--- config.mk ---
export PLATFORM = sky130hd
export DESIGN_NAME = ebus_diag
export DESIGN_NICKNAME = d
export VERILOG_FILES = /design/src/ebus_pkg.sv /design/src/ebus_diag.sv /design/src/ebus_collect.sv /design/src/edp_slice.sv /design/src/ebus_cmd_decode.sv
export VERILOG_INCLUDE_DIRS = /design/src
export SDC_FILE = /design/constraint.sdc
export NUM_CORES = 1
export LEC_CHECK = 0
export BUFFER_PORTS_ARGS = -buffer_cell sky130_fd_sc_hd__clkbuf_2
export CAP_MARGIN = 20
export CORE_AREA = 2 2 182 184
export CTS_CLUSTER_DIAMETER = 200
export CTS_CLUSTER_SIZE = 40
export DETAILED_ROUTE_END_ITERATION = 10
export DIE_AREA = 0 0 184 186
export PLACE_DENSITY = 0.84
export REMOVE_ABC_BUFFERS = 1
export SKIP_LAST_GASP = 1
export SYNTH_ARGS = -nofsm -noshare
export SYNTH_HDL_FRONTEND = slang
export SYNTH_SLANG_ARGS = --single-unit
export TNS_END_PERCENT = 10
--- constraint.sdc ---
create_clock -name clk -period 3.3 [get_ports clk]
set_clock_uncertainty 0.15 [all_clocks]
set_input_delay 0.66 -clock clk [delete_from_list [all_inputs] [get_ports clk]]
set_output_delay 0.66 -clock clk [all_outputs]
set_load 0.01 [all_outputs]
--- src/ebus_config.svh ---
`ifndef EBUS_CONFIG_SVH
`define EBUS_CONFIG_SVH

// Number of data-path slice boards on the bus
`define EBUS_SLICES 6

// Bits each slice board drives onto the word
`define EBUS_SLICE_W 6

// Diagnostic registers held across the slices
`define EBUS_REGS 8

`endif
--- src/ebus_pkg.sv ---
`include "ebus_config.svh"

package ebus_pkg;

  localparam int word_w = `EBUS_SLICES * `EBUS_SLICE_W;
  localparam int half_w = word_w / 2;
  localparam int sel_w = $clog2(`EBUS_REGS);

  // One bus word, seen whole or as left and right halves
  typedef union packed {
    logic [word_w-1:0] word;
    struct packed {
      logic [half_w-1:0] left;
      logic [half_w-1:0] right;
    } half;
  } ebus_word_u;

  typedef enum logic [2:0] {
    func_read        = 3'd0,
    func_write       = 3'd1,
    func_write_left  = 3'd2,
    func_write_right = 3'd3,
    func_write_swap  = 3'd4
  } ebus_func_e;

  typedef struct packed {
    ebus_func_e       func;
    logic [sel_w-1:0] sel;
    ebus_word_u       data;
  } ebus_cmd_t;

  // Stage 1, as seen by every slice board
  typedef struct packed {
    logic                    valid;
    logic                    read;
    logic [`EBUS_SLICES-1:0] wen;
    logic [sel_w-1:0]        sel;
    ebus_word_u              wdata;
  } ebus_strobe_t;

  typedef struct packed {
    logic                    driving;
    logic [`EBUS_SLICE_W-1:0] data;
  } ebus_driver_t;

  typedef struct packed {
    ebus_word_u word;
    logic       par;
  } ebus_resp_t;

endpackage

--- src/ebus_diag.sv ---
`include "ebus_config.svh"

module ebus_diag
  import ebus_pkg::*;
(
  input  logic       clk,
  input  logic       reset,
  input  ebus_cmd_t  cmd,
  input  logic       cmd_valid,
  output logic       cmd_ready,
  output ebus_resp_t resp,
  output logic       resp_valid,
  input  logic       resp_ready
);

  ebus_strobe_t strobe;
  ebus_driver_t drivers [`EBUS_SLICES];
  logic         advance;

  ebus_cmd_decode u_decode (
    .clk       (clk),
    .reset     (reset),
    .cmd       (cmd),
    .cmd_valid (cmd_valid),
    .cmd_ready (cmd_ready),
    .advance   (advance),
    .strobe    (strobe)
  );

  // One board per six-bit slice of the word
  for (genvar k = 0; k < `EBUS_SLICES; k++) begin : g_slice
    edp_slice #(
      .slice_index (k)
    ) u_slice (
      .clk     (clk),
      .reset   (reset),
      .advance (advance),
      .strobe  (strobe),
      .driver  (drivers[k])
    );
  end

  ebus_collect u_collect (
    .clk        (clk),
    .reset      (reset),
    .drivers    (drivers),
    .advance    (advance),
    .resp       (resp),
    .resp_valid (resp_valid),
    .resp_ready (resp_ready)
  );

endmodule

--- src/ebus_collect.sv ---
`include "ebus_config.svh"

module ebus_collect
  import ebus_pkg::*;
(
  input  logic         clk,
  input  logic         reset,
  input  ebus_driver_t drivers [`EBUS_SLICES],
  output logic         advance,
  output ebus_resp_t   resp,
  output logic         resp_valid,
  input  logic         resp_ready
);

  logic       any_driving;
  ebus_word_u bus_word;
  logic       bus_par;

  always_comb begin
    any_driving = 1'b0;
    for (int k = 0; k < `EBUS_SLICES; k++) begin
      any_driving = any_driving | drivers[k].driving;
    end
  end

  // Slice 0 lands in the low bits, the last slice in the high bits
  always_comb begin
    bus_word.word = '0;
    for (int k = 0; k < `EBUS_SLICES; k++) begin
      bus_word.word[k*`EBUS_SLICE_W +: `EBUS_SLICE_W] = drivers[k].data;
    end
  end

  // Odd parity over word plus par
  assign bus_par = ~^bus_word.word;

  // Whole pipeline steps only when the output slot can take a word
  assign advance = !resp_valid || resp_ready;

  always_ff @(posedge clk) begin
    if (reset) begin
      resp_valid <= 1'b0;
    end else if (advance) begin
      resp_valid <= any_driving;
    end
  end

  always_ff @(posedge clk) begin
    if (advance && any_driving) begin
      resp.word <= bus_word;
      resp.par <= bus_par;
    end
  end

endmodule

--- src/edp_slice.sv ---
`include "ebus_config.svh"

module edp_slice
  import ebus_pkg::*;
#(
  parameter int slice_index = 0
) (
  input  logic         clk,
  input  logic         reset,
  input  logic         advance,
  input  ebus_strobe_t strobe,
  output ebus_driver_t driver
);

  localparam int lsb = slice_index * `EBUS_SLICE_W;

  logic [`EBUS_SLICE_W-1:0] regs [`EBUS_REGS];
  logic [`EBUS_SLICE_W-1:0] wslice;
  logic                     write_hit;
  logic                     driving_q;
  logic [`EBUS_SLICE_W-1:0] data_q;

  // This board only sees its own six bits of the word
  assign wslice = strobe.wdata.word[lsb +: `EBUS_SLICE_W];
  assign write_hit = advance && strobe.valid && strobe.wen[slice_index];

  always_ff @(posedge clk) begin
    if (reset) begin
      for (int r = 0; r < `EBUS_REGS; r++) begin
        regs[r] <= '0;
      end
    end else if (write_hit) begin
      regs[strobe.sel] <= wslice;
    end
  end

  always_ff @(posedge clk) begin
    if (reset) begin
      driving_q <= 1'b0;
    end else if (advance) begin
      driving_q <= strobe.valid && strobe.read;
    end
  end

  always_ff @(posedge clk) begin
    if (advance) begin
      data_q <= regs[strobe.sel];
    end
  end

  always_comb begin
    driver.driving = driving_q;
    driver.data = data_q;
  end

endmodule

--- src/ebus_cmd_decode.sv ---
`include "ebus_config.svh"

module ebus_cmd_decode
  import ebus_pkg::*;
(
  input  logic         clk,
  input  logic         reset,
  input  ebus_cmd_t    cmd,
  input  logic         cmd_valid,
  output logic         cmd_ready,
  input  logic         advance,
  output ebus_strobe_t strobe
);

  localparam int half_slices = `EBUS_SLICES / 2;

  // Slices below the midpoint carry the right half of the word
  localparam logic [`EBUS_SLICES-1:0] right_mask = (`EBUS_SLICES)'((1 << half_slices) - 1);
  localparam logic [`EBUS_SLICES-1:0] left_mask = ~right_mask;

  logic                    accept;
  logic                    read_next;
  logic [`EBUS_SLICES-1:0] wen_next;
  ebus_word_u              wdata_next;

  logic                    valid_q;
  logic                    read_q;
  logic [`EBUS_SLICES-1:0] wen_q;
  logic [sel_w-1:0]        sel_q;
  ebus_word_u              wdata_q;

  assign cmd_ready = advance;
  assign accept = cmd_valid && cmd_ready;

  always_comb begin
    wdata_next = cmd.data;
    wen_next = '0;
    read_next = 1'b0;
    case (cmd.func)
      func_read: begin
        read_next = 1'b1;
      end
      func_write: begin
        wen_next = '1;
      end
      func_write_left: begin
        wen_next = left_mask;
      end
      func_write_right: begin
        wen_next = right_mask;
      end
      func_write_swap: begin
        wen_next = '1;
        wdata_next.half.left = cmd.data.half.right;
        wdata_next.half.right = cmd.data.half.left;
      end
      // Unused codes pass through as a bubble
      default: begin
        wen_next = '0;
      end
    endcase
  end

  always_ff @(posedge clk) begin
    if (reset) begin
      valid_q <= 1'b0;
      read_q <= 1'b0;
      wen_q <= '0;
    end else if (advance) begin
      valid_q <= accept;
      read_q <= accept && read_next;
      wen_q <= accept ? wen_next : '0;
    end
  end

  always_ff @(posedge clk) begin
    if (accept) begin
      sel_q <= cmd.sel;
      wdata_q <= wdata_next;
    end
  end

  always_comb begin
    strobe.valid = valid_q;
    strobe.read = read_q;
    strobe.wen = wen_q;
    strobe.sel = sel_q;
    strobe.wdata = wdata_q;
  end

endmodule

==> results.txt <==
Outcome: complete, no violations
CP Class: flip-flop to flip-flop
Fin crit period: 2580 ps
Logic pwr share: 10.0%
Sequential power share: 65.0%
Final hold vios: 0
Final core utilization: 58.6%
Sw frac: 23.1%
Synth warn: 0
Register area: 12,100 um2
Max FO, Critical Path: 78
Placed Area: 18,500 um2
Period Utilization, post-route: 78.3%
First-pass GRT wire length: 57,400 um
CTS clk-pin slew, worst paths: 140 ps
Int Power: 7180 uW
CTS tree: done
Die height: 186 um
Post-CTS Hold Fix Bufs: 0
Req. time, crit path: 3530 ps
Max-cap viol count: 0
First DRT Iteration DRCs: 1,054
Synth async-reset ratio: 0%
Die Wd: 184 um
P_sw: 2150 uW
# setup viols final: 0
Unrepaired setup endpoints after global routing: false
Setup WS post-layout: 715 ps
Max IR drop VDD: 0.430 mV
Layout area overhead: 7.92%
Routed wire length: 38,200 um
Via count: 9,511
Worst hold margin: 142 ps
Overflow after GRT: 0
DRT Pass-1 Iters: 5
Yosys cell types: 44
Clk_lat worst skew: 530 ps
Final setup TNS: 0 ps
Vias in the first global route: 9,616
Register area share after synthesis: 69.3%
Met2 Usage GRT: 37.5%
TritonCTS Buffers: 14
I/O pins: 85
Post-CTS sizing: 0
Met3 Track Usage GR: 3.62%
Share of cells above drive strength 1: 23.2%
Final GP Congestion: 0.836
Largest net degree at the start of global routing: 79
Startpoint Class: flip-flop
Final #Nets: 1,222
Post-route design area: 18,900 um2
Initial Util: 54.3%
Hold WC Path Type: input pin to flip-flop
Cells after Synth: 1,097
Global Route Usage Sum: 22.7%
Max-slew violations: 0
Die area: 34,200 um2
Drt via density: 5.99
Drc violations: 0
Fill count: 2,390
Max H-tree Level: 1
Fmax achieved: 0.387 GHz
DP HPWL: 25,100 um
Main synth FF type: edfxtp_1
WL/cell: 24.1 um
PD cells: 494 nW/um2
Rows: 66
Post-CTS Setup Inserts: 0
Syn_area_per_cell: 16.0 um2
Clk sink count: 406
CORE AREA: 32,200 um2
Clock Path Buffers: 3
Static Leakage: 0.00702 uW
Grt met1 use: 30.8%
GRT busiest layer: met2
CP Capture Type: flip-flop
CTS root buf: clkbuf_16
Worst Max-Slew Pin Slew: 849 ps
Post-route ant nets: 0
Initial antenna violation count: 2
Rel. slew slack: 43.2%
Multi-input gate area: 5110 um2
Clock network power share: 25.0%
CP arrival: 2810 ps
Synthesized area: 17,500 um2
Number of buffers added on ports: 84
Post-synth EDFFs: 400
Setup Slack @ Placement: 612 ps
Number of synthesized register bits: 406
## stage by stage
stage	cells	total power (uW)
2_1_floorplan	1043	6760
3_3_place_gp	1568	7070
3_5_place_dp	1568	7110
4_1_cts	1588	9350
5_1_grt	1589	9590
6_report	1589	9330
## worst paths after layout
check | start | endpoint | slack [ps] | depth (start not counted)
setup / recovery | u_decode.sel_q[2]$_DFFE_PP_ | g_slice[5].u_slice.data_q[5]$_DFFE_PN_ | 720 | 6
hold / removal | cmd[38] | u_decode.sel_q[2]$_DFFE_PP_ | 140 | 1
setup reg to reg | u_decode.sel_q[2]$_DFFE_PP_ | g_slice[5].u_slice.data_q[5]$_DFFE_PN_ | 720 | 6
hold reg to reg | u_decode.read_q$_SDFFE_PP0N_ | u_decode.read_q$_SDFFE_PP0N_ | 320 | 2
## sequential cells by signal, indices dropped and copies added (netlist names)
name,cells
u_decode.wdata_q,36
u_collect.resp,37
g_slice.u_slice.regs,288
u_decode.sel_q,3
u_collect.resp_valid,1
u_decode.valid_q,1
g_slice.u_slice.driving_q,1
u_decode.wen_q,2
g_slice.u_slice.data_q,36
u_decode.read_q,1
## cell usage in the layout (no fill, tap or decap), types with 17 or more instances in the layout
| cell type | count |
|---|---|
| nor2_1 | 23 |
| clkbuf_2 | 84 |
| edfxtp_1 | 400 |
| mux2i_1 | 22 |
| buf_4 | 31 |
| mux2_2 | 70 |
| and2_1 | 289 |
| nand2_1 | 17 |
| mux4_2 | 34 |
| xnor2_1 | 31 |
| a21oi_1 | 18 |
| o21ai_0 | 24 |
## power groups by stage
stage          sequential [uW]  clock [uW]  combinational, uW
6_report                  6060        2330                934
5_1_grt                   6090        2500                997
4_1_cts                   6060        2340                939
3_5_place_dp              6180           0                933
3_3_place_gp              6160           0                907
2_1_floorplan             6150           0                609
## routing by layer
metal / routed length (um) / vias to the layer above
li1: - / 4212
met1: 14800 / 4780
met2: 18600 / 464
met3: 3490 / 55
met4: 1310 / 0
met5: 0 / -
## cells in the mapped netlist, types with 4 or more instances
library cell	number	area (um2)
edfxtp_1	400	12000
and2_1	292	1830
mux2_2	70	788
mux4_2	34	766
xnor2_1	31	272
o21ai_0	24	120
buf_2	23	115
nor2_1	23	86.3
clkbuf_1	22	82.6
mux2i_1	22	220
a21oi_1	18	90.1
nand2_1	17	63.8
or2_2	16	100
a22oi_1	12	90.1
a221oi_1	11	96.3
nor3_4	8	130
dfxtp_1	6	120
nand3_1	6	30.0
a31oi_1	5	31.3
clkbuf_2	5	25.0
nor2b_1	5	31.3
o22ai_1	5	31.3
a221o_1	4	40.0
a22o_1	4	35.0
nor2_2	4	25.0
## cells by family after synthesis
| kind of cell | synth area share [%] |
|---|---|
| AOI/OAI and AO/OA | 3.47 |
| xor gates and xnor gates | 1.83 |
| buffers and inverters | 1.47 |
| DFF | 69.3 |
| muxes | 10.1 |
| and+or+nand+nor | 13.8 |
## area by class of cell
type                       instances  area share [%]
sequential                       406            64.2
multi-input combinational        634            27.1
timing repair buffer             117            3.67
tap                              408            2.70
clock buffer                      19            2.07
clock inverter                     1           0.159
inverter                           3          0.0596
antenna                            1          0.0133
## worst max-delay path, cell delays in order, from the launching register on
cell and delay, ps:
edfxtp_1 420, buf_12 420, and2_1 630, a21oi_1 140, o21ai_0 210, o21ai_0 280, o21ai_0 140
Note: power is estimated with default switching activity, not from simulation.
